--- config.mk ---
export PLATFORM = sky130hd
export DESIGN_NAME = alu
export DESIGN_NICKNAME = d
export VERILOG_FILES = /design/src/hdl/mips_pkg.sv /design/src/hdl/alu.sv
export SDC_FILE = /design/constraint.sdc
export NUM_CORES = 2
export LEC_CHECK = 0
export BUFFER_PORTS_ARGS = -buffer_cell sky130_fd_sc_hd__buf_2
export CORE_UTILIZATION = 45
export DETAILED_ROUTE_END_ITERATION = 7
export PLACE_DENSITY_LB_ADDON = 0.2
export SETUP_SLACK_MARGIN = 0.05
export SLEW_MARGIN = 10
export SYNTH_ARGS = -nofsm -noshare
export SYNTH_HDL_FRONTEND = slang
export SYNTH_SLANG_ARGS = --single-unit
--- constraint.sdc ---
create_clock -name vclk -period 24.6
set_input_delay 2.46 -clock vclk [all_inputs]
set_output_delay 2.46 -clock vclk [all_outputs]
set_load 0.02 [all_outputs]
--- src/hdl/mips_pkg.sv ---
`default_nettype none

package mips_pkg;

  typedef enum logic [5:0] {
    OP_RTYPE = 6'b000000,
    OP_J     = 6'b000010,
    OP_JAL   = 6'b000011,  // decoded as a no-op
    OP_BEQ   = 6'b000100,
    OP_ADDI  = 6'b001000,
    OP_SLTI  = 6'b001010,
    OP_ANDI  = 6'b001100,
    OP_ORI   = 6'b001101,
    OP_XORI  = 6'b001110,
    OP_SPEC  = 6'b011100,  // special2 group
    OP_LW    = 6'b100011,
    OP_SW    = 6'b101011
  } opcode_e;

  typedef enum logic [5:0] {
    F_MUL = 6'b000010,     // only under OP_SPEC
    F_ADD = 6'b100000,
    F_SUB = 6'b100010,
    F_AND = 6'b100100,
    F_OR  = 6'b100101,
    F_XOR = 6'b100110,
    F_SLT = 6'b101010
  } funct_e;

  typedef enum logic [1:0] {
    ALU_ADD   = 2'b00,     // address calculation
    ALU_FUNCT = 2'b10,     // funct field, or opcode for immediates
    ALU_SPEC  = 2'b11
  } alu_op_e;

  typedef enum logic [1:0] {
    PC_SEQ    = 2'b00,
    PC_BRANCH = 2'b01,
    PC_JUMP   = 2'b10
  } pc_src_e;

  typedef struct packed {
    logic    rt_is_source;
    logic    imm_command;
    logic    alu_src_b;    // 1 selects the immediate
    logic    dst_reg_sel;  // 1 selects rd, 0 selects rt
    alu_op_e alu_op;
    logic    mem_read;
    logic    mem_write;
    logic    mem_to_reg;
    logic    reg_write;
  } ctrl_t;

  typedef struct packed {
    logic [4:0]  reg_addr;
    logic [31:0] data;
  } commit_t;

  typedef struct packed {
    logic [31:0] addr;
    logic [31:0] data;
  } store_t;

endpackage

`default_nettype wire

--- src/hdl/alu.sv ---
`timescale 1ns/1ps
`default_nettype none

module alu (
  input  wire mips_pkg::ctrl_t ctrl,
  input  wire [31:0]           instr,
  input  wire [31:0]           rs_data,
  input  wire [31:0]           rt_data,
  output logic [31:0]          result,
  output logic                 branch_eq
);
  import mips_pkg::*;

  opcode_e     opcode;
  funct_e      funct;
  logic        zero_ext;
  logic [31:0] imm_ext;
  logic [31:0] op_b;

  assign opcode   = opcode_e'(instr[31:26]);
  assign funct    = funct_e'(instr[5:0]);
  assign zero_ext = opcode inside {OP_ANDI, OP_ORI, OP_XORI};  // logical immediates
  assign imm_ext  = zero_ext ? {16'h0000, instr[15:0]} : {{16{instr[15]}}, instr[15:0]};
  assign op_b     = ctrl.alu_src_b ? imm_ext : rt_data;

  assign branch_eq = ctrl.rt_is_source && (rs_data == rt_data);

  always_comb begin
    result = '0;
    case (ctrl.alu_op)
      ALU_ADD: result = rs_data + op_b;
      ALU_FUNCT: begin
        if (ctrl.imm_command) begin
          case (opcode)
            OP_ADDI: result = rs_data + op_b;
            OP_SLTI: result = {31'd0, $signed(rs_data) < $signed(op_b)};
            OP_ANDI: result = rs_data & op_b;
            OP_ORI:  result = rs_data | op_b;
            OP_XORI: result = rs_data ^ op_b;
            default: result = '0;
          endcase
        end else begin
          case (funct)
            F_ADD:   result = rs_data + op_b;
            F_SUB:   result = rs_data - op_b;
            F_AND:   result = rs_data & op_b;
            F_OR:    result = rs_data | op_b;
            F_XOR:   result = rs_data ^ op_b;
            F_SLT:   result = {31'd0, $signed(rs_data) < $signed(op_b)};
            default: result = '0;
          endcase
        end
      end
      ALU_SPEC: result = (funct == F_MUL) ? rs_data * op_b : '0;  // low word only
      default:  result = '0;
    endcase
  end

endmodule

`default_nettype wire

* Yosys cells after proc, flatten, opt, wreduce, memory -nomap -nowiden
Cells that the tools add are included.
** Storage, ports and cells
- Register bits after elaboration :: 0
- Bits of input ports :: 106
- Word-level logic and storage cells :: 32
** Operators by class
- Add/subtract/negate cells :: 2
- Multiply operators :: 1
- Order comparisons :: 1
- Equal/unequal tests :: 15
- Mux-type cells :: 7
- Bitwise operators :: 3
- Reduce and logical (&&, ||, !) cells :: 3
** Operator list (number)
- 32-bit case mux with 6 select lines :: 1
- 32-bit case mux with 5 select lines :: 1
- 32-bit two-way mux :: 4
- 32-bit case mux with 3 select lines :: 1
- 6-bit == test (second input constant) :: 6
- 32-bit adder :: 1
- 32-bit AND :: 1
- 32-bit == test :: 1
- 32-bit less-than comparator :: 1
- 32-bit by 32-bit multiplier with 32-bit output :: 1
- 32-bit bitwise OR :: 1
- 32-bit subtractor :: 1
- 32-bit bitwise XOR :: 1
- 6-bit by 4-bit == test with 1-bit output (second input constant) :: 5
- 6-bit by 2-bit == test with 1-bit output (second input constant) :: 1
- 2-bit == test (second input constant) :: 2
- 3-bit nonzero test :: 1
- 2-bit zero test :: 1
- 1-bit logical AND :: 1

* Depth between registers and ports, before layout
- Depth in word-level cells :: 8
- Mapped depth :: 33

* Worst setup path after synthesis
No wires, ideal clock.
- Path kind :: input to output
- From :: in instr[31]
- To :: out result[31]
- Arrival time :: 9932 ps
- Data required time :: 22140 ps
- Slack :: 12208 ps
- Stages :: 30
- Path buffers :: 2
- Cell sequence :: nor3b_1 -> nand2_1 -> o21ai_1 -> and2_1 -> clkbuf_1 -> clkbuf_1 -> nor2_1 -> inv_2 -> nor2_1 -> fa_1 -> fa_1 -> inv_1 -> fa_1 -> fa_1 -> fa_1 -> inv_1 -> fa_1 -> fa_1 -> fa_1 -> ha_1 -> a21o_1 -> nand2_1 -> nand2b_1 -> a21oi_1 -> o21ai_0 -> a31o_1 -> a21o_1 -> a21oi_1 -> xnor2_1 -> a221o_1
** On the way
- Longest elaborated chain between the ends :: 8
- Elaborated cells between the ends (all ways) :: 19
- Those cells by class :: add/sub: 2; mul: 1; eq/ne: 5; mux: 7; bitwise: 3; reduce/logical: 1
** Ends and longest elaborated chain
- from (decl) :: RTL line alu.sv:6 : input wire [31:0] instr,
- branches (longest 7 deep; another with 32-bit by 32-bit multiplier with 32-bit output)
- 32-bit case mux with 3 select lines (*) :: RTL line alu.sv:30 : case (ctrl.alu_op)
- to (decl) :: RTL line alu.sv:9 : output logic [31:0] result,
Mark *: on every way between the ends.

* Worst setup path after layout
Same ends and word-level chain as after synthesis.

==> results.json <==
{
  "outcome": "completed",
  "synth_most_common_cell": "inv_1",
  "area_growth_pct": 4.598,
  "cp.buffers_inverters": 5,
  "gr-total-overflow": 0,
  "slowest_delay_ns": 0.67,
  "setup_viol": 0,
  "ys_types": 81,
  "routed-via-count": 21930,
  "final_nets": 3695,
  "drt_first_pass_iters": 5,
  "vias_per_cell": 6.050,
  "die_w_um": 226.4,
  "crit_arrival_ns": 12.28,
  "fmax_mhz": 67.83,
  "wirelength_mm": 97.66,
  "synth.avg_cell_area_um2": 7.646,
  "worstPathRequired_ns": 22.14,
  "ys_seq_area_frac": 0,
  "finalWeightedCongestion": 0.9981,
  "synth_top_cell_area_share": 0.3621,
  "portBuffers": 124,
  "flops_and_latches": 0,
  "grt_pass1_vias": 22300,
  "cts_setup_buffers": 0,
  "path_common_cell": "fa_1",
  "synthTopCellsByCount": "inv_1, nand2_1, fa_1, nor2_1, ha_1",
  "rsz0062_at_grt": "false",
  "path_delay_family": "adder cells",
  "place_ws_ns": 10.06,
  "drt_iter0_markers": 2202,
  "grt_start_max_net_pins": 66,
  "min_path_type": "input pin to output pin",
  "syn_area_um2": 22670,
  "setup_slack_ns": 9.857,
  "grtUsageTotal": 0.3880,
  "drive_gt1_frac": 0.06761,
  "drc": 0,
  "die_y_um": 226.4,
  "critPathSlowestCell": "and2_1",
  "seq_area_um2": 0,
  "worstSetupStartpointType": "input pin",
  "nClkBuffers": 0,
  "endpoint_kind": "output pin",
  "avgRoutedWirePerCell_um": 26.94,
  "antenna_found_initial": 3,
  "fin_crit_sh": 0.5993,
  "syn-num-nets": 3700,
  "holdBufCountCts": 0,
  "min_period_ns": 14.74,
  "grt_first_pass_wirelength_mm": 144.4,
  "crit_type": "input pin to output pin",
  "synth_top_area_cell": "fa_1",
  "ios": 139,
  "fin_setup_tns_ns": 0,
  "dpl.hpwl_mm": 77.01,
  "synth_cells": 2965,
  "drv_cap": 0,
  "finish.utilization": 0.4804,
  "detail-route-antenna-nets": 0,
  "num_rows": 81,
  "start_util": 0.4593,
  "hold_viol": 0,
  "yosys_warnings": 0,
  "yosys-top-cells-area": "fa_1, ha_1, inv_1",
  "slew_headroom": 0.2716,
  "final_max_slew_viol_count": 0,
  "cts_resized": 0,
  "num-fill-cells": 4967,
  "core_area_um2": 49360,
  "cp_max_fo": 16,
  "max_slew.worst_pin.slew_ns": 1.089,
  "die_area_um2": 51280
}
[placed cells by master, fill, tap and decap left out, types with 6 or more instances in the layout]
master / n
nor2b_1: 9
mux2_2: 13
o2111ai_1: 7
xor2_1: 24
nor4_1: 12
buf_4: 25
o21bai_1: 12
a211oi_1: 22
inv_1: 545
o311ai_0: 9
fa_1: 410
nand2_1: 430
a21oi_1: 138
nand4_1: 11
a22oi_1: 19
inv_2: 6
nand2b_1: 11
o211ai_1: 15
a221oi_1: 14
a221o_1: 8
o21ai_0: 96
mux2i_1: 26
o22ai_1: 30
a31oi_1: 16
o21ai_1: 8
o21a_1: 17
and2_1: 9
clkinv_1: 9
a211o_1: 6
buf_2: 124
o221ai_1: 6
o31ai_1: 10
nor3_1: 26
or3_1: 7
a21o_1: 33
nand3_1: 30
nor2_1: 325
xnor2_1: 130
ha_1: 219
a32oi_1: 10
[cell families (layout without fill, tap and decap cells)]
kind of cell / count (synthesis) / in the layout / share of synthesized area
AND/OR/NAND/NOR: 897 / 897 / 0.1622
other: 0 / 3 / 0
buffers and inverters: 717 / 710 / 0.1212
AO/OA/AOI/OAI: 524 / 524 / 0.1531
multiplexers: 44 / 44 / 0.02103
adder cells (fa/ha/maj): 629 / 629 / 0.4829
XOR/XNOR: 154 / 154 / 0.05950
[metrics by stage]
| stage | hold WS [ns] | cells | instance area (um^2) |
|---|---|---|---|
| after floorplan | 5.070 | 2965 | 22670 |
| after global placement | 5.271 | 3622 | 23700 |
| after detailed placement | 5.274 | 3622 | 23700 |
| after CTS | 5.274 | 3622 | 23700 |
| after global routing | 5.284 | 3623 | 23710 |
| final | 5.273 | 3625 | 23710 |
[routing by layer]
| layer | GRT usage | wire length [um] |
|---|---|---|
| met5 | 0 | 0 |
| met4 | 0.2319 | 7152 |
| met2 | 0.6022 | 42470 |
| met1 | 0.5008 | 37840 |
| met3 | 0.07477 | 10200 |
[final cells by class]
cell class,instances,area [um^2],area share
inverter,561,2108,0.08891
timing repair buffer,149,808.3,0.03409
multi-input combinational,2248,19960,0.8416
antenna,3,7.507,0.0003166
tap,664,830.8,0.03504
[worst paths after layout]
path / endpoint / startpoint / slack [ns] / depth (start not counted)
worst min-delay path: branch_eq / ctrl[9] / 5.27 / 4
worst max-delay path: result[31] / instr[31] / 9.86 / 30
