--- src/hdl/reg_file.sv ---
`timescale 1ns/1ps
`default_nettype none

module reg_file (
  input  wire         clk,
  input  wire         rst_n,
  input  wire  [4:0]  rs_addr,
  input  wire  [4:0]  rt_addr,
  output logic [31:0] rs_data,
  output logic [31:0] rt_data,
  input  wire         we,
  input  wire  [4:0]  wr_addr,
  input  wire  [31:0] wr_data
);

  logic [31:0] regs [32];

  always_ff @(posedge clk or negedge rst_n) begin
    if (!rst_n) begin
      for (int i = 0; i < 32; i++) begin
        regs[i] <= '0;
      end
    end else if (we && wr_addr != 5'd0) begin  // r0 stays zero
      regs[wr_addr] <= wr_data;
    end
  end

  assign rs_data = (rs_addr == 5'd0) ? 32'd0 : regs[rs_addr];
  assign rt_data = (rt_addr == 5'd0) ? 32'd0 : regs[rt_addr];

endmodule

`default_nettype wire
--- config.mk ---
export PLATFORM = sky130hd
export DESIGN_NAME = reg_file
export DESIGN_NICKNAME = d
export VERILOG_FILES = /design/src/hdl/reg_file.sv
export SDC_FILE = /design/constraint.sdc
export NUM_CORES = 2
export LEC_CHECK = 0
export BUFFER_PORTS_ARGS = -buffer_cell sky130_fd_sc_hd__buf_2
export CAP_MARGIN = 20
export CORE_UTILIZATION = 64
export DETAILED_ROUTE_END_ITERATION = 16
export PLACE_DENSITY = 0.83
export SYNTH_ARGS = -nofsm -noshare
export SYNTH_HDL_FRONTEND = slang
export SYNTH_SLANG_ARGS = --single-unit
export TNS_END_PERCENT = 30
--- constraint.sdc ---
create_clock -name clk -period 2.4 [get_ports clk]
set_input_delay 0.36 -clock clk [delete_from_list [all_inputs] [get_ports clk]]
set_output_delay 0.36 -clock clk [all_outputs]
set_load 0.01 [all_outputs]
# Yosys cells after proc, flatten, opt, wreduce, memory -nomap -nowiden
# Index checks and enable logic that the tools add are counted.
# classes
mux	11
n_bitwise	3
reduce_logical	5
n_lt_le_gt_ge	4
# ops
op	count
$bwmux W1024	1
$bmux W32 S5	2
$mux W32	7
$demux W32 S5	1
$ge A6 B6 Y1 const B	3
$not A5 Y6	3
$logic_not A5 Y1	2
$lt A6 B1 Y1 const B	1
$reduce_bool A5 Y1	1
$logic_and A1 B1 Y1	2
# word_totals
word_cells	55
inputBits	50
out_inout_bits	64
regBits	1024

# Longest topological paths before layout
# depth
word_depth	6
ltp_mapped	7

# Worst setup path before layout
# Ideal clock, no wire load.
# synth_timing
path_type	in2out
from	input port rs_addr[0]
to	output port rs_data[0]
path_slack_ps	240
cell_stages	7
t_arrival_ps	1800
path_cell_list	buf_2 > inv_1 > buf_2 > buf_2 > nor2_1 > a22oi_1 > a311oi_1
# synth_via
elab_chain_len	5
word_cells_on_any_way	6
classes_between	4 x mux; 1 x bitwise; 1 x reduce/logical
# synth_rtl
element	line_no	source
from (decl)	7	input wire [4:0] rs_addr,
$not A5 Y6 (implied by the code)	28	assign rs_data = (rs_addr == 5'd0) ? 32'd0 : regs[rs_addr];
$bmux W32 S5	28	
$mux W32 (implied by the code) (2 in a row)	28	
$mux W32 *	28	
to (decl)	9	output logic [31:0] rs_data,
# Mark *: on every way between the ends. The rest lies on a longest branch, timed or not. The select of a mux whose other input is x is not followed.

# Worst setup path in the final report
# layout_timing
from	register regs[375] (netlist name)
to	output port rt_data[23]
# layout_via
elab_chain_len	4
# layout_rtl
element	line_no	source
from (decl)	16	logic [31:0] regs [32];
from (signal, indexed assignment)	24	regs[wr_addr] <= wr_data;
$bmux W32 S5	29	assign rt_data = (rt_addr == 5'd0) ? 32'd0 : regs[rt_addr];
$mux W32 (implied by the code) (2 in a row)	29	
$mux W32	29	
to (decl)	10	output logic [31:0] rt_data,
# No other way between the ends. The select of a mux whose other input is x is not followed.

==> parameters.txt <==
Parameter                              Value

Placed design
  Number of buffers added on ports ... 113
  Final HPWL DP ... 114 mm
  GPL Wtd Cong ... 0.930

CTS
  Clock insertion delay at the later pin of the skew report ... 0.69 ns
  Number of buffers added by the clock tree synthesis step ... 106
  Clock-pin slew reported for the worst setup and hold paths after clock tree synthesis ... 0.06 ns
  Maximum clock insertion buffer count ... 3
  Clock tree from TritonCTS ... done
  Clock tree sinks ... 1024
  H-tree levels ... 3
  CTS root buffer ... sky130_fd_sc_hd__clkbuf_16

Timing
  Setup repair after global routing missed its margin ... true
  Count of endpoints failing setup in the final report ... 64
  Crit path setup slack, layout ... -0.397 ns
  Min cycle time layout ... 2.80 ns
  Share of the cycle needed by the critical path after routing ... 117%
  Worst slew pin tran ... 0.789 ns
  Peak clock frequency supported by timing ... 358 MHz
  Post-Route Setup TNS ... -17.13 ns
  Rel. slew slack ... 47.2%
  Number of max-slew violations in the final report ... 0
  Hold violation total from the final report ... 0
  Worst Clk Skew ... 0 ns

Pwr
  Switching share of power ... 28.6%
  Leakage power summed over all cells ... 0.0280 µW
  Total power ... 52100 µW
  Portion of total power attributed to combinational logic ... 22.5%
  Net switching power ... 14900 µW
  Clock group share of total power ... 32.7%
  Peak supply drop ... 0.000621 V
  Power per standard cell area ... 810 nW/µm²
  P_int ... 37200 µW
  Register share of total power ... 44.8%

Setup path
  End point of the critical path ... rt_data[23]
  Number of cells traversed by the worst register-to-register path ... 2
  Setup slack on the worst flop-to-flop path ... 1.42 ns
  Worst setup EP type ... output pin
  Setup crit start ... regs[375]
  Ordered cell list for the critical path ... mux4_2 -> a22oi_1 -> a311oi_4 -> buf_2
  Crit-path leading delay family ... multiplexers
  Critical path's largest stage delay ... 0.56 ns
  Endpoint of the worst register-to-register path ... regs[305]
  Stages on worst setup path ... 4
  Maximum fanout along the worst path ... 3
  Buf/Inv on CP ... 1
  Setup crit start kind ... flop
  Reg2Reg Launch Point ... regs[305]
  Slowest cell on the critical path ... sky130_fd_sc_hd__mux4_2
  Crit path kind ... flop to output pin
  Arrival time at the worst endpoint ... 2.44 ns
  CP required ... 2.04 ns

Route
  Mean routed wirelength per cell ... 36.4 µm
  Average via count per standard cell ... 7.71
  Router iterations before antenna repair ... 6
  Iter 0 DRT Violations ... 4996
  Final routed DRC violation total ... 0
  Sum of routed wire length over all layers ... 185 mm
  Remaining number of nets flagged by the antenna check after routing ... 0
  Vias after detailed routing ... 39100

Logic synthesis
  Synth Cell Area ... 54400 µm²
  Largest cells by area after synthesis ... sky130_fd_sc_hd__dfrtp_1 (47%), sky130_fd_sc_hd__mux2_2 (22%), sky130_fd_sc_hd__mux4_2 (19%)
  Net count of the mapped netlist ... 3671
  Synth Area per Inst ... 15.0 µm²
  Unique cell type count in the Yosys netlist ... 35
  Most frequently used flop master after synthesis ... sky130_fd_sc_hd__dfrtp_1
  Number of instances in the synthesized netlist ... 3621
  Sequential fraction of the synthesis area ... 47.1%
  Synth Register Bits ... 1024
  Number of warning messages in the yosys log ... 0
  Share of flip-flops with an asynchronous set or reset after synthesis ... 100%
  Number of flops mapped to enable cells by yosys ... 0
  Share of Yosys cell area claimed by the top area cell type ... 47.1%
  Largest area contributor in the synthesized netlist ... sky130_fd_sc_hd__dfrtp_1

Global route
  Pin count of the biggest net entering global routing ... 108
  Number of global-route vias before repair ... 41000
  Global-route wire length before repair ... 268 mm
  Antenna violations before repair ... 13
  Total congestion overflow after global routing ... 0
  Global routing usage summed across all routing layers ... 42.8%

Hold path
  Path class of the lowest-slack min-delay path ... primary input to asynchronous set/reset pin

Die
  Num rows ... 106
  Die Ht ... 293 µm
  Total I/O pin count ... 114
  Die X-Extent ... 293 µm
  Die footprint ... 86100 µm²
  Initial core utilization ... 64.9%
  Core area ... 83800 µm²

Finish
  Layout overhead on the synthesized area ... 18.5%
  Share of post-route cells with drive strength above 1 ... 62.2%
  Register with the most flip-flops ... regs
  Flip-flop count of the largest register after layout ... 1024
  Net total in the final layout ... 3898
  Biggest registers after layout ... regs x1024

Status
  Run status ... finished, violations left
  Violated checks ... negative setup slack

Job
  Max-cap check violation count ... 0
synthesized netlist by cell type (2+ instances only):
cell and instances:
sky130_fd_sc_hd__a311oi_1 64, sky130_fd_sc_hd__nand2_1 49, sky130_fd_sc_hd__nand2b_1 5, sky130_fd_sc_hd__or4_1 2, sky130_fd_sc_hd__o21ai_0 101, sky130_fd_sc_hd__mux2_2 1046
sky130_fd_sc_hd__clkbuf_1 223, sky130_fd_sc_hd__buf_4 34, sky130_fd_sc_hd__nor3_1 3, sky130_fd_sc_hd__a22oi_1 64, sky130_fd_sc_hd__a211oi_1 64, sky130_fd_sc_hd__nand4b_1 3
sky130_fd_sc_hd__o21ai_1 9, sky130_fd_sc_hd__nor2b_1 71, sky130_fd_sc_hd__dfrtp_1 1024, sky130_fd_sc_hd__mux2i_1 128, sky130_fd_sc_hd__a221oi_1 46, sky130_fd_sc_hd__nor2_1 19
sky130_fd_sc_hd__mux2_1 10, sky130_fd_sc_hd__buf_1 3, sky130_fd_sc_hd__o2111ai_1 18, sky130_fd_sc_hd__or2_2 2, sky130_fd_sc_hd__or3_1 3, sky130_fd_sc_hd__nor3b_1 2
sky130_fd_sc_hd__inv_1 2, sky130_fd_sc_hd__mux4_2 448, sky130_fd_sc_hd__buf_2 170
routing by layer:
| metal | vias up | wire (µm) | GRT usage (%) | part of all wire, % |
|---|---|---|---|---|
| li1 | 14600 | - | - | - |
| met1 | 20300 | 63000 | 54.1 | 34 |
| met2 | 3326 | 82900 | 61.8 | 45 |
| met3 | 933 | 25300 | 16.1 | 14 |
| met4 | 14 | 13600 | 28.3 | 7.3 |
| met5 | - | 231 | 0.624 | 0.12 |
logic make-up (layout without fill, tap and decap cells):
group	count (synthesis)	count (layout)	share of synthesized area [%]
compound gates	366	366	4.84
buf+inv	434	748	3.63
flops	1024	1024	47.1
mux	1632	1632	42.8
other cells	0	8	0
simple gates	165	165	1.61
how the worst min path moves through the flow:
stage / cells past startpoint / slack (ns) / startpoint / to
6_report: 2 / 0.23 / rst_n / regs[570]
5_1_grt: 2 / 0.24 / rst_n / regs[698]
4_1_cts: 2 / 0.22 / rst_n / regs[730]
3_5_place_dp: 1 / 0.34 / rst_n / regs[698]
3_3_place_gp: 1 / 0.34 / rst_n / regs[762]
2_1_floorplan: 0 / 0.06 / rst_n / regs[0]
power groups by stage:
stage          clock, µW  combinational [µW]  sequential (µW)
2_1_floorplan          0                7650            22300
3_3_place_gp           0               10100            22800
3_5_place_dp           0               10700            23300
4_1_cts            17000               11200            23000
5_1_grt            17800               12300            23600
6_report           17000               11700            23400
cell type report:
cell class / count / area (µm²)
Clock buffer: 160 / 3140
Clock inverter: 35 / 419
Timing Repair Buffer: 551 / 5430
Inverter: 2 / 10.0
Multi-Input combinational cell: 2163 / 28300
Sequential cell: 1024 / 25600
Tap cell: 1134 / 1420
Fill cell: 4404 / 19400
Antenna cell: 8 / 20.0
stage by stage:
stage                     area [µm²]  utilization [%]  cells  worst slack, ns  hold WS, ns
after global placement         59300             70.8   4878           -0.488        0.340
after global routing           64400             76.8   5073           -0.397        0.245
final                          64400             76.8   5077           -0.397        0.226
after detailed placement       59300             70.8   4878           -0.502        0.343
after CTS                      63800             76.2   5068           -0.326        0.222
after floorplan                54400                -   3621            0.240       0.0644
placed cells by master, fill, tap and decap left out, drive strengths merged, types with 2 or more instances in the layout:
cell and count:
nor2 19, nor2b 71, mux2 1056, a311oi 64, bufinv 8, diode 8, a221oi 46, nand4b 3
clkinv 20, mux4 448, and2 2, nand2 49, a211oi 64, or2 2, o2111ai 18, mux2i 128
a22oi 64, dfrtp 1024, inv 8, or4 2, o21ai 110, or3 3, nor3b 2, clkbuf 160
nand2b 5, nor3 3, buf 549
what timing repair did:
item	in CTS	in global routing
endpoints found under the setup margin	64	64
resized for setup	252	106
endpoints found under the hold margin	14	0
setup buffers	12	6
cloned	1	0
hold buffers	1	0
pin swaps	47	34
(Power assumes the default switching activity.)
