===== src/hdl/mips_pkg.sv =====
`default_nettype none

package mips_pkg;

  typedef enum logic [5:0] {
    OP_RTYPE = 6'b000000,
    OP_J     = 6'b000010,
    OP_JAL   = 6'b000011,  // decoded as a no-op
    OP_BEQ   = 6'b000100,
    OP_ADDI  = 6'b001000,
    OP_SLTI  = 6'b001010,
    OP_ANDI  = 6'b001100,
    OP_ORI   = 6'b001101,
    OP_XORI  = 6'b001110,
    OP_SPEC  = 6'b011100,  // special2 group
    OP_LW    = 6'b100011,
    OP_SW    = 6'b101011
  } opcode_e;

  typedef enum logic [5:0] {
    F_MUL = 6'b000010,     // only under OP_SPEC
    F_ADD = 6'b100000,
    F_SUB = 6'b100010,
    F_AND = 6'b100100,
    F_OR  = 6'b100101,
    F_XOR = 6'b100110,
    F_SLT = 6'b101010
  } funct_e;

  typedef enum logic [1:0] {
    ALU_ADD   = 2'b00,     // address calculation
    ALU_FUNCT = 2'b10,     // funct field, or opcode for immediates
    ALU_SPEC  = 2'b11
  } alu_op_e;

  typedef enum logic [1:0] {
    PC_SEQ    = 2'b00,
    PC_BRANCH = 2'b01,
    PC_JUMP   = 2'b10
  } pc_src_e;

  typedef struct packed {
    logic    rt_is_source;
    logic    imm_command;
    logic    alu_src_b;    // 1 selects the immediate
    logic    dst_reg_sel;  // 1 selects rd, 0 selects rt
    alu_op_e alu_op;
    logic    mem_read;
    logic    mem_write;
    logic    mem_to_reg;
    logic    reg_write;
  } ctrl_t;

  typedef struct packed {
    logic [4:0]  reg_addr;
    logic [31:0] data;
  } commit_t;

  typedef struct packed {
    logic [31:0] addr;
    logic [31:0] data;
  } store_t;

endpackage

`default_nettype wire


===== src/hdl/fetch_unit.sv =====
`timescale 1ns/1ps
`default_nettype none

module fetch_unit (
  input  wire                    clk,
  input  wire                    rst_n,
  input  wire [31:0]             instr_data,
  input  wire mips_pkg::pc_src_e pc_src,
  output logic [31:0]            instr_addr,
  output logic                   instr_valid,
  output logic [31:0]            ex_instr,
  output logic [31:0]            ex_pc4,
  output logic                   ex_valid
);
  import mips_pkg::*;

  logic [31:0] pc;
  logic [31:0] pc_next;
  logic [31:0] branch_target;
  logic [31:0] jump_target;
  logic        live;

  // targets are relative to the delay slot address
  assign branch_target = ex_pc4 + {{14{ex_instr[15]}}, ex_instr[15:0], 2'b00};
  assign jump_target   = {ex_pc4[31:28], ex_instr[25:0], 2'b00};

  always_comb begin
    case (pc_src)
      PC_BRANCH: pc_next = branch_target;
      PC_JUMP:   pc_next = jump_target;
      default:   pc_next = pc + 32'd4;
    endcase
  end

  always_ff @(posedge clk or negedge rst_n) begin
    if (!rst_n) begin
      pc       <= '0;
      live     <= 1'b0;
      ex_instr <= '0;     // inert while ex_valid is low
      ex_pc4   <= '0;
      ex_valid <= 1'b0;
    end else if (live) begin
      pc       <= pc_next;
      ex_instr <= instr_data;
      ex_pc4   <= pc + 32'd4;
      ex_valid <= 1'b1;
    end else begin
      live <= 1'b1;       // first cycle out of reset
    end
  end

  assign instr_addr  = pc;
  assign instr_valid = live;

endmodule

`default_nettype wire


===== config.mk =====
export PLATFORM = sky130hd
export DESIGN_NAME = fetch_unit
export DESIGN_NICKNAME = d
export VERILOG_FILES = /design/src/hdl/mips_pkg.sv /design/src/hdl/fetch_unit.sv
export SDC_FILE = /design/constraint.sdc
export NUM_CORES = 1
export LEC_CHECK = 0
export ABC_CLOCK_PERIOD_IN_PS = 3600
export BUFFER_PORTS_ARGS = -buffer_cell sky130_fd_sc_hd__buf_2
export CAP_MARGIN = 10
export CORE_AREA = 2 2 113 115
export CTS_CLUSTER_SIZE = 14
export DETAILED_ROUTE_END_ITERATION = 8
export DIE_AREA = 0 0 115 117
export PLACE_DENSITY = 0.9
export SLEW_MARGIN = 0
export SYNTH_ARGS = -nofsm -noshare
export SYNTH_HDL_FRONTEND = slang
export SYNTH_SLANG_ARGS = --single-unit

===== constraint.sdc =====
create_clock -name clk -period 3.6 [get_ports clk]
set_input_delay 0.72 -clock clk [delete_from_list [all_inputs] [get_ports clk]]
set_output_delay 0.72 -clock clk [all_outputs]
set_load 0.02 [all_outputs]

After elaboration in Yosys (flattened, before gate mapping)

Cells that the tools add are included.

Register bits: 98
Input bits: 36
Logic and storage cells: 10

Add/sub/neg operators: 2
Eq/ne operators: 2
Muxes and demuxes: 1

Operator list:

| operator              | number |
|---|---|
| $pmux 32 s2           | 1 |
| $add 32x3->32 const B | 1 |
| $add 32x32->32        | 1 |
| $eq 2x1->1 const B    | 1 |
| $eq 2x2->1 const B    | 1 |

Longest topological paths before layout

Depth in word-level cells: 2
Mapped depth: 10
Gate-level depth less buffers: 10

Least setup slack after synthesis

OpenSTA, ideal clock, no wires.

Path kind: flip-flop to flip-flop
From: reg ex_instr[0]
To: reg pc[28] (netlist: instr_addr[28])
Data arrival time: 2,591 ps
Data required time: 3,477 ps
Setup slack: 886 ps
Stages on the path, launching flop included: 11
Buffers on the path: 0
Period minus slack after synthesis: 2,714 ps
Path through: dfrtp_1 > ha_1 > fa_1 > a211oi_1 > o21ai_1 > o211ai_1 > nand2_1 > a31oi_1 > a21oi_1 > mux2_2 > o221a_2

Longest elaborated chain between the ends: 2

RTL lines:

| element                  | RTL line         | text |
|---|---|---|
| start: declaration       | fetch_unit.sv:11 | `output logic [31:0] ex_instr,` |
| start signal: assignment | fetch_unit.sv:44 | `ex_instr <= instr_data;` |
| $add 32x32->32           | fetch_unit.sv:24 | `assign branch_target = ex_pc4 + {{14{ex_instr[15]}}, ex_instr[15:0], 2'b00};` |
| $pmux 32 s2              | fetch_unit.sv:28 | `case (pc_src)` |
| end signal: assignment   | fetch_unit.sv:43 | `pc <= pc_next;` |
| end: declaration         | fetch_unit.sv:17 | `logic [31:0] pc;` |

No other way between the ends.
A chain may end at the register's enable or synchronous reset.

Worst setup path after layout

Same ends and word-level chain as after synthesis.

==> out/summary.txt <==
WP data required: 3.85 ns
RR Endpoint: instr_addr[28]
Avg Vias per Cell: 6.22
MaxCap Viol Count: 0
initial DRC count: 641
Register-to-Register Path Depth: 10
clock sink count: 98
layout cells sized above 1: 24.9%
Mapped Area: 6590 sq um
Cells after Synth: 735
FF-to-FF Start: ex_instr[0]
busiest grt layer: met2
Layout Nets: 918
post-synthesis to final-layout area growth: 16.7%
met1 Usage GRT: 36.2%
vias in the first global route: 5725
Post-synth EDFFs: 0
TritonCTS clock tree: yes
r2r setup slk: 0.60 ns
starting density of the core: 53.5%
drt wl/cell: 17.8 microns
DRC: 0
Worst EP arrival: 3.25 ns
port buffer count: 133
I/O pins: 134
placed cell area: 7380 sq um
Ant. Diodes: 0
PwrDens: 627 nW/um^2
most numerous cell in the Yosys netlist: dfrtp_1
clock-pin transition on the worst setup and hold timing paths: 0.07 ns
clock buffer count from CTS: 9
grt met3 use: 6.75%
CTS root buf: clkbuf_16
met2 Resource Use GR: 42.0%
critical path class: reg -> reg
grt total ovfl: 0
Synth area leaders: dfrtp_1 (37%), a21oi_1 (6.8%), mux2_2 (6.3%), ha_1 (6.1%), nand2_1 (5.0%)
fin area: 7690 sq um
biggest area consumer among synthesized cells: dfrtp_1
status: finished, final reports clean
dominant synthesized flop cell: dfrtp_1
unrepaired setup endpoints after global routing: no
syn nets: 804
post-layout util: 62.5%
async set or reset register ratio after synthesis: 100%
CTS H-tree depth: 3
Leakage Power: 3.47 nW
Syn Area/Cell: 8.97 sq um
final non-filler cell total: 1004
pin count of the biggest net entering global routing: 101
drt pass-1 iters: 5
Tmin final: 3.00 ns
Detail Route Antenna Nets: 0
Yosys top cell area share: 37.2%
first-pass GRT wire length: 28.4 mm
maximum fanout along the worst path: 4
Setup-failing EPs final: 0
CP Capture Type: flop
Core Area: 12300 sq um
final wirelength: 17.9 mm
Netlist cell types: 73
site row count: 41
Die Wd: 115 microns
endpoints failing hold: 0
die area: 13500 sq um
Post-DP HPWL: 12.6 mm
setup TNS: 0 ns
Post-Place Cells: 988
via count: 6243
Max Clock Freq: 333 MHz
worst skew pair latency: 0.36 ns
hold buffer count at CTS: 0
Worst Max-Slew Pin Slew: 1.03 ns
antenna violations before repair: 0
Max Transition Viols Final: 0
Critical Path Source Type: flop
Hold Crit Class: in -> async
Post-CTS Setup Bufs: 0
post-synthesis sequential area ratio: 37.2%
die height: 117 microns
yosys synthesis warning count: 0
FF+latch count, synth: 98
CTS max path bufs: 2
most common library cells after synthesis: dfrtp_1 (98), a21oi_1 (89), nand2_1 (87), nor2_1 (63), mux2_2 (37)
Worst slew margin: 31.1%
Total GRT Usage: 26.9%
worst vdd ir: 0.351 mV
routability cong.: 0.970
Worst Skew: 0.00821 ns
Tcrit/Tclk final: 83.3%
CTS resizes: 0
worst max-delay path by stage:
stage	from	endpoint	slack, ns	depth (start not counted)
floorplan	ex_instr[0]	instr_addr[28]	0.89	10
global placement	ex_instr[0]	instr_addr[28]	0.72	10
detailed placement	ex_instr[0]	instr_addr[28]	0.68	10
CTS	ex_instr[0]	instr_addr[28]	0.66	10
global route	ex_instr[0]	instr_addr[28]	0.45	10
finish	ex_instr[0]	instr_addr[28]	0.60	10
layout make-up:
| type | count | area [sq um] |
|---|---|---|
| clock inverter | 6 | 88.8 |
| fill | 1055 | 4620 |
| tap | 150 | 188 |
| inverter | 11 | 41.3 |
| sequential | 98 | 2460 |
| multi-input combinational | 588 | 3950 |
| timing repair buffer | 141 | 741 |
| clock buffer | 10 | 229 |
registers in the layout, indices dropped and copies added, names as in the netlist:
name / count
ex_instr: 32
ex_pc4: 32
instr_addr: 32
ex_valid: 1
instr_valid: 1
per-stage QoR:
| stage | total power [W] | hold WS (ns) | setup WS (ns) |
|---|---|---|---|
| after floorplan | 0.00311 | 0.424 | 0.886 |
| after global placement | 0.00368 | 0.446 | 0.716 |
| after detailed placement | 0.00372 | 0.451 | 0.677 |
| after CTS | 0.00479 | 0.454 | 0.656 |
| after global routing | 0.00510 | 0.480 | 0.448 |
| final | 0.00482 | 0.410 | 0.600 |
cells in the final DEF (no fill, tap or decap), drive strengths merged, types with 3 or more instances in the layout:
cell type / netlist / final
dfrtp: 98 / 98
o22a: 4 / 4
a221o: 3 / 3
nor3: 6 / 6
xor2: 22 / 22
xnor2: 25 / 25
clkbuf: 26 / 10
o21ai: 28 / 28
inv: 10 / 11
nor2: 64 / 64
a21o: 13 / 13
or2: 3 / 3
ha: 32 / 32
nor2b: 6 / 6
nor3b: 3 / 3
a31o: 5 / 5
a21oi: 90 / 90
and3: 11 / 11
nand2b: 5 / 5
a31oi: 13 / 13
and2: 6 / 6
buf: 12 / 141
mux2: 37 / 37
o21bai: 6 / 6
mux2i: 10 / 10
a211oi: 8 / 8
o31ai: 4 / 4
o211ai: 7 / 7
nand2: 87 / 87
a21boi: 4 / 4
nand4: 8 / 8
or3: 4 / 4
nand3: 25 / 25
nor4: 4 / 4
a221oi: 14 / 14
kinds of logic (layout without fill, tap and decap cells):
| kind of cell | count (synthesis) | after routing | share of synthesized area (%) |
|---|---|---|---|
| simple gates | 238 | 238 | 17.4 |
| compound gates | 222 | 222 | 22.0 |
| flops | 98 | 98 | 37.2 |
| buf+inv | 49 | 168 | 2.90 |
| xor+xnor | 47 | 47 | 6.24 |
| mux | 47 | 47 | 7.84 |
| fa+ha+maj | 33 | 33 | 6.38 |
| other cells | 1 | 1 | 0.0569 |
worst max-delay path, stage by stage, from the launching register on:
cell	delay, ns
dfrtp_1	0.41
ha_1	0.24
fa_1	0.42
a211oi_1	0.22
o21ai_1	0.17
o211ai_1	0.31
nand2_1	0.16
a31oi_1	0.31
a21oi_1	0.13
mux2_2	0.29
o221a_2	0.24
layer usage:
metal	routed length, microns	part of all wire (%)
met1	7700	43
met2	8060	45
met3	1650	9.2
met4	473	2.6
met5	0	0
power by group:
group	internal (W)	switching [W]
logic	0.000842	0.00129
registers	0.00132	0.000325
clock network	0.000611	0.000445
(Power assumes the default switching activity.)
