==> src/hdl/mips_pkg.sv <==
`default_nettype none

package mips_pkg;

  typedef enum logic [5:0] {
    OP_RTYPE = 6'b000000,
    OP_J     = 6'b000010,
    OP_JAL   = 6'b000011,  // decoded as a no-op
    OP_BEQ   = 6'b000100,
    OP_ADDI  = 6'b001000,
    OP_SLTI  = 6'b001010,
    OP_ANDI  = 6'b001100,
    OP_ORI   = 6'b001101,
    OP_XORI  = 6'b001110,
    OP_SPEC  = 6'b011100,  // special2 group
    OP_LW    = 6'b100011,
    OP_SW    = 6'b101011
  } opcode_e;

  typedef enum logic [5:0] {
    F_MUL = 6'b000010,     // only under OP_SPEC
    F_ADD = 6'b100000,
    F_SUB = 6'b100010,
    F_AND = 6'b100100,
    F_OR  = 6'b100101,
    F_XOR = 6'b100110,
    F_SLT = 6'b101010
  } funct_e;

  typedef enum logic [1:0] {
    ALU_ADD   = 2'b00,     // address calculation
    ALU_FUNCT = 2'b10,     // funct field, or opcode for immediates
    ALU_SPEC  = 2'b11
  } alu_op_e;

  typedef enum logic [1:0] {
    PC_SEQ    = 2'b00,
    PC_BRANCH = 2'b01,
    PC_JUMP   = 2'b10
  } pc_src_e;

  typedef struct packed {
    logic    rt_is_source;
    logic    imm_command;
    logic    alu_src_b;    // 1 selects the immediate
    logic    dst_reg_sel;  // 1 selects rd, 0 selects rt
    alu_op_e alu_op;
    logic    mem_read;
    logic    mem_write;
    logic    mem_to_reg;
    logic    reg_write;
  } ctrl_t;

  typedef struct packed {
    logic [4:0]  reg_addr;
    logic [31:0] data;
  } commit_t;

  typedef struct packed {
    logic [31:0] addr;
    logic [31:0] data;
  } store_t;

endpackage

`default_nettype wire

==> src/hdl/control.sv <==
`timescale 1ns/1ps
`default_nettype none

module control (
  input  wire mips_pkg::opcode_e opcode,
  input  wire                    valid,
  input  wire                    branch_eq,  // rs == rt from the alu
  output mips_pkg::pc_src_e      pc_src,
  output mips_pkg::ctrl_t        ctrl
);
  import mips_pkg::*;

  logic memory_op;
  logic r_type_op;
  logic imm_op;
  logic branch_op;
  logic jump_op;
  logic spec_op;

  // instruction classes, all dead when the execute slot is empty
  assign memory_op = valid && (opcode == OP_LW || opcode == OP_SW);
  assign r_type_op = valid && (opcode == OP_RTYPE);
  assign imm_op    = valid && (opcode inside {OP_ADDI, OP_SLTI, OP_ANDI, OP_ORI, OP_XORI});
  assign branch_op = valid && (opcode == OP_BEQ);
  assign jump_op   = valid && (opcode == OP_J);
  assign spec_op   = valid && (opcode == OP_SPEC);

  always_comb begin
    ctrl        = '0;
    ctrl.alu_op = ALU_ADD;
    if (memory_op) begin
      ctrl.alu_src_b   = 1'b1;     // base + offset
      ctrl.dst_reg_sel = 1'b0;     // rt
      ctrl.mem_to_reg  = 1'b1;
      if (opcode == OP_LW) begin
        ctrl.mem_read  = 1'b1;
        ctrl.reg_write = 1'b1;
      end else begin
        ctrl.mem_write    = 1'b1;
        ctrl.rt_is_source = 1'b1;  // store data
      end
    end else if (r_type_op) begin
      ctrl.rt_is_source = 1'b1;
      ctrl.dst_reg_sel  = 1'b1;    // rd
      ctrl.alu_op       = ALU_FUNCT;
      ctrl.reg_write    = 1'b1;
    end else if (imm_op) begin
      ctrl.imm_command = 1'b1;
      ctrl.alu_src_b   = 1'b1;
      ctrl.alu_op      = ALU_FUNCT;
      ctrl.reg_write   = 1'b1;
    end else if (branch_op) begin
      ctrl.rt_is_source = 1'b1;    // compared against rs
    end else if (spec_op) begin
      ctrl.rt_is_source = 1'b1;
      ctrl.dst_reg_sel  = 1'b1;
      ctrl.alu_op       = ALU_SPEC;
      ctrl.reg_write    = 1'b1;
    end
  end

  // kept apart from the bundle so branch_eq never feeds back into ctrl
  always_comb begin
    if (branch_op && branch_eq) begin
      pc_src = PC_BRANCH;
    end else if (jump_op) begin
      pc_src = PC_JUMP;
    end else begin
      pc_src = PC_SEQ;
    end
  end

endmodule

`default_nettype wire

==> config.mk <==
export PLATFORM = sky130hd
export DESIGN_NAME = control
export DESIGN_NICKNAME = d
export VERILOG_FILES = /design/src/hdl/mips_pkg.sv /design/src/hdl/control.sv
export SDC_FILE = /design/constraint.sdc
export NUM_CORES = 1
export LEC_CHECK = 0
export BUFFER_PORTS_ARGS = -buffer_cell sky130_fd_sc_hd__buf_2
export CAP_MARGIN = 20
export CELL_PAD_IN_SITES_DETAIL_PLACEMENT = 0
export CELL_PAD_IN_SITES_GLOBAL_PLACEMENT = 1
export CORE_AREA = 2 2 39 41
export DETAILED_ROUTE_END_ITERATION = 6
export DIE_AREA = 0 0 41 43
export PLACE_DENSITY_LB_ADDON = 0.12
export SETUP_SLACK_MARGIN = 0.4
export SLEW_MARGIN = 20
export SYNTH_ARGS = -nofsm -noshare
export SYNTH_HDL_FRONTEND = slang
export SYNTH_SLANG_ARGS = --single-unit
export TNS_END_PERCENT = 30
==> constraint.sdc <==
create_clock -name vclk -period 1.25
set_input_delay 0.125 -clock vclk [all_inputs]
set_output_delay 0.125 -clock vclk [all_outputs]
set_load 0.01 [all_outputs]
Yosys cells after proc, flatten, opt, wreduce, memory -nomap -nowiden

Cells that the tools add are included.

Bits in registers: 0
Input port bits: 8
Output and inout bits: 12
Word-level logic and storage cells: 44

Equality and inequality tests: 10
Multiplexer cells: 24
Reduce and logical (&&, ||, !) cells: 10

Operators by type and width:

| operator           | number |
|---|---|
| $eq 6x4->1 const B | 5 |
| $mux 2             | 7 |
| $mux 1             | 13 |
| $eq 6x6->1 const B | 2 |
| $mux 3             | 4 |
| $logic_and 1x1->1  | 7 |
| $eq 6x2->1 const B | 1 |
| $eq 6x3->1 const B | 1 |
| $eq 6x5->1 const B | 1 |
| $logic_not 6->1    | 1 |
| $reduce_bool 5->1  | 1 |
| $logic_or 1x1->1   | 1 |

Longest topological paths before layout

Word-level depth: 7
Gate-level depth with buffers: 4
Depth with buffers taken out: 3

Least setup slack after synthesis

No wires, ideal clock.

Path kind: input to output
From: in opcode[2]
To: out pc_src[1]
Data arrival time: 0.898 ns
Data required time: 1.125 ns
Slack: 0.227 ns
Stages on the path: 3
Path through: nand2b_1 -> nand2b_1 -> nor4b_1

Longest elaborated chain between the ends: 4
Elaborated cells on any way between the ends: 7
Classes of those cells: eq/ne (2); mux (2); reduce/logical (3)

Ends and longest elaborated chain:

| what                                        | line                         | text |
|---|---|---|
| start, declared                             | control.sv:5                 | `input wire mips_pkg::opcode_e opcode,` |
| $eq 6x2->1 or $eq 6x3->1 (tied branches)    | control.sv:25, control.sv:24 |  |
| $logic_and 1x1->1, on equally long branches | control.sv:25, control.sv:24 |  |
| $mux 2 or $logic_and 1x1->1 (tied branches) | control.sv:66, control.sv:64 |  |
| $mux 2 (*)                                  | control.sv:64                | `if (branch_op && branch_eq) begin` |
| end, declared                               | control.sv:8                 | `output mips_pkg::pc_src_e pc_src,` |

Mark *: on every way between the ends. The rest lies on a longest branch, timed or not.

Final worst setup path

From: in opcode[5]
To: out pc_src[0]

Longest elaborated chain between the ends: 4

Ends and longest elaborated chain:

| what              | line          | text |
|---|---|---|
| $eq 6x3->1        | control.sv:24 | `assign branch_op = valid && (opcode == OP_BEQ);` |
| $logic_and 1x1->1 | control.sv:24 |  |
| $logic_and 1x1->1 | control.sv:64 |  |
| $mux 2            | control.sv:64 |  |

No other way between the ends.

==> qor.yml <==
status: "finished clean"
die_x_um: 41
synth_simple_gate_area_share_pct: 67.9
busiest_layer: "met2"
finalWeightedCongestion: 0.665
area_delta_synth_final_pct: 157
clkbuf_count: 0
initial_core_util_pct: 12.1
drt_iter0_markers: 1
ys_warn_count: 0
antenna_found_initial: 0
routed_wl_um: 643
min_path_type: "input port to output pin"
drc: 0
hold-path-cell-count: 3
total_power_uw: 94.0
grt_start_max_net_pins: 6
cp_slowest_cell: "nor4b_4"
synthesis.area_um2: 168
synth_top_area_share_pct: 11.2
synth_xor_xnor_area_share_pct: 0
fin_nets: 60
grt_pass1_wl_um: 1050
power_density_mw_per_mm2: 218
endpoint_kind: "output pin"
crit_required_ns: 1.12
hold_end: "pc_src[1]"
n_sequential_cell: 0
worstPathArrival_ns: 0.99
place_ws_ns: 0.0531
peakVddDrop_uv: 98.2
fmax_ghz: 0.895
criticalPathCategory: "input port to output pin"
seqCellArea_um2: 0
core_region_area_mm2: 0.00138
dieHeight_um: 43
placed_cell_area_um2: 352
synth_cell_types: 18
nFillCells: 160
setup_ws_ns: 0.132
grt_util_met2_pct: 14.4
dieArea_mm2: 0.00176
drt_pass1_iterations: 2
crit_family: "simple AND/OR/NAND/NOR gates"
worst_pin_slew_ns: 0.264
synth.area.top_cells: "inv_1 11%, o21ai_0 9.0%, nor4b_2 9.0%"
fin_setup_tns_ns: 0
vias_per_cell: 4.11
cap_violations: 0
final_cell_area_um2: 430
synth_top_family_by_area: "simple AND/OR/NAND/NOR gates"
synth_seq_area_share_pct: 0
hold_start: "opcode[0]"
dp_hpwl_um: 549
insertedDiodeCount: 0
antenna_left: 0
synth_area_leader_cell: "inv_1"
worst-path-max-fanout: 4
ios: 20
period_share_pct: 89.4
period_needed_ns: 1.12
syn_inst: 28
wl_per_cell_um: 9.74
drive_above_1_share_pct: 72.0
slew_headroom_pct: 82.4
num_rows: 14
synth_compound_area_share_pct: 16.4
cts_setup_buffers: 0
rsz0062_at_grt: "true"
cellLeakagePower_nw: 0.251
grtUsageMet1_pct: 9.81
grt_pass1_vias: 265
synth.area.mux_share_pct: 0
avgSynthCellArea_um2: 5.99
synth_nets: 36
synthAdderAreaFrac_pct: 0
gr-usage-all-layers_pct: 7.79
grt_overflow_total: 0
final-hold-violation-count: 0
cp_slowest_stage_delay_ns: 0.32
crit_chain: "buf_8, nor4b_4, buf_4, and4_1, buf_2"
drv_slew: 0
grt_use_met3_pct: 0.524
crit_buf_inv: 3
numPortBuffers: 20
dr_total_vias: 271
start_kind: "input port"
setup_violations: 0
## cells in the mapped netlist
| library cell | number |
|---|---|
| o21ai_0 | 3 |
| o21ai_1 | 1 |
| nor4bb_1 | 1 |
| nor2_1 | 3 |
| or3_4 | 1 |
| nand3_1 | 1 |
| nor2b_1 | 1 |
| nor4b_2 | 1 |
| and3_1 | 1 |
| and4_1 | 1 |
| nand2_1 | 2 |
| nand2b_1 | 2 |
| o211ai_1 | 1 |
| buf_4 | 1 |
| inv_1 | 5 |
| and2_1 | 1 |
| nor4b_1 | 1 |
| nor3_1 | 1 |
## cell usage in the layout, fill, tap and decap left out
cell type  Yosys  routed
nor3_1         1       1
and2_1         1       1
nand2_1        2       2
nor2_2         0       2
o21ai_1        1       1
nor4bb_2       0       1
inv_2          0       1
nand2b_4       0       2
nand3_4        0       1
o21ai_4        0       1
buf_2          0      15
buf_8          0       3
buf_4          1       2
buf_6          0       3
and4_1         1       1
o21ai_2        0       2
nor2_1         3       1
o211ai_1       1       1
nor4b_4        0       2
or3_4          1       1
and3_1         1       1
inv_1          5       4
nor2b_1        1       1
## layer usage
metal	vias to the layer above	share of wire (%)
li1	141	-
met1	118	44
met2	12	49
met3	0	6.8
met4	0	0
met5	-	0
## worst max-delay path by stage
stage           endpoint  depth (start not counted)  startpoint  slack [ns]
2_1_floorplan    ctrl[9]                          3       valid        0.37
3_3_place_gp     ctrl[9]                          5   opcode[0]        0.01
3_5_place_dp   pc_src[0]                          5   opcode[0]        0.05
4_1_cts        pc_src[1]                          5   opcode[4]        0.13
5_1_grt        pc_src[0]                          5   opcode[5]        0.07
6_report       pc_src[0]                          5   opcode[5]        0.13
## final cells by class
type	instances	area, um^2	area share (%)
inverter	5	18.8	4.36
multi-input combinational	22	223	51.7
tap	16	20.0	4.65
timing repair buffer	23	169	39.2
## power breakdown
part | switching (mW) | internal (mW)
registers | 0 | 0
logic | 0.0428 | 0.0512
clock network | 0 | 0
total | 0.0428 | 0.0512
## logic make-up after synthesis
kind of cell	after synthesis
simple gates	17
compound gates	5
buf+inv	6
## repair_timing
item | CTS | global route
resized for setup | 17 | 6
hold buffers | 0 | 0
setup endpoints to repair | 12 | 12
pin swaps | 0 | 2
## metrics by stage
step | util (%) | std cells | hold WS, ns
2_1_floorplan | - | 28 | 0.276
6_report | 31.1 | 66 | 0.520
3_3_place_gp | 25.4 | 66 | 0.590
4_1_cts | 29.4 | 66 | 0.520
5_1_grt | 31.1 | 66 | 0.533
3_5_place_dp | 25.4 | 66 | 0.602
Note: power is estimated with default switching activity, not from simulation.
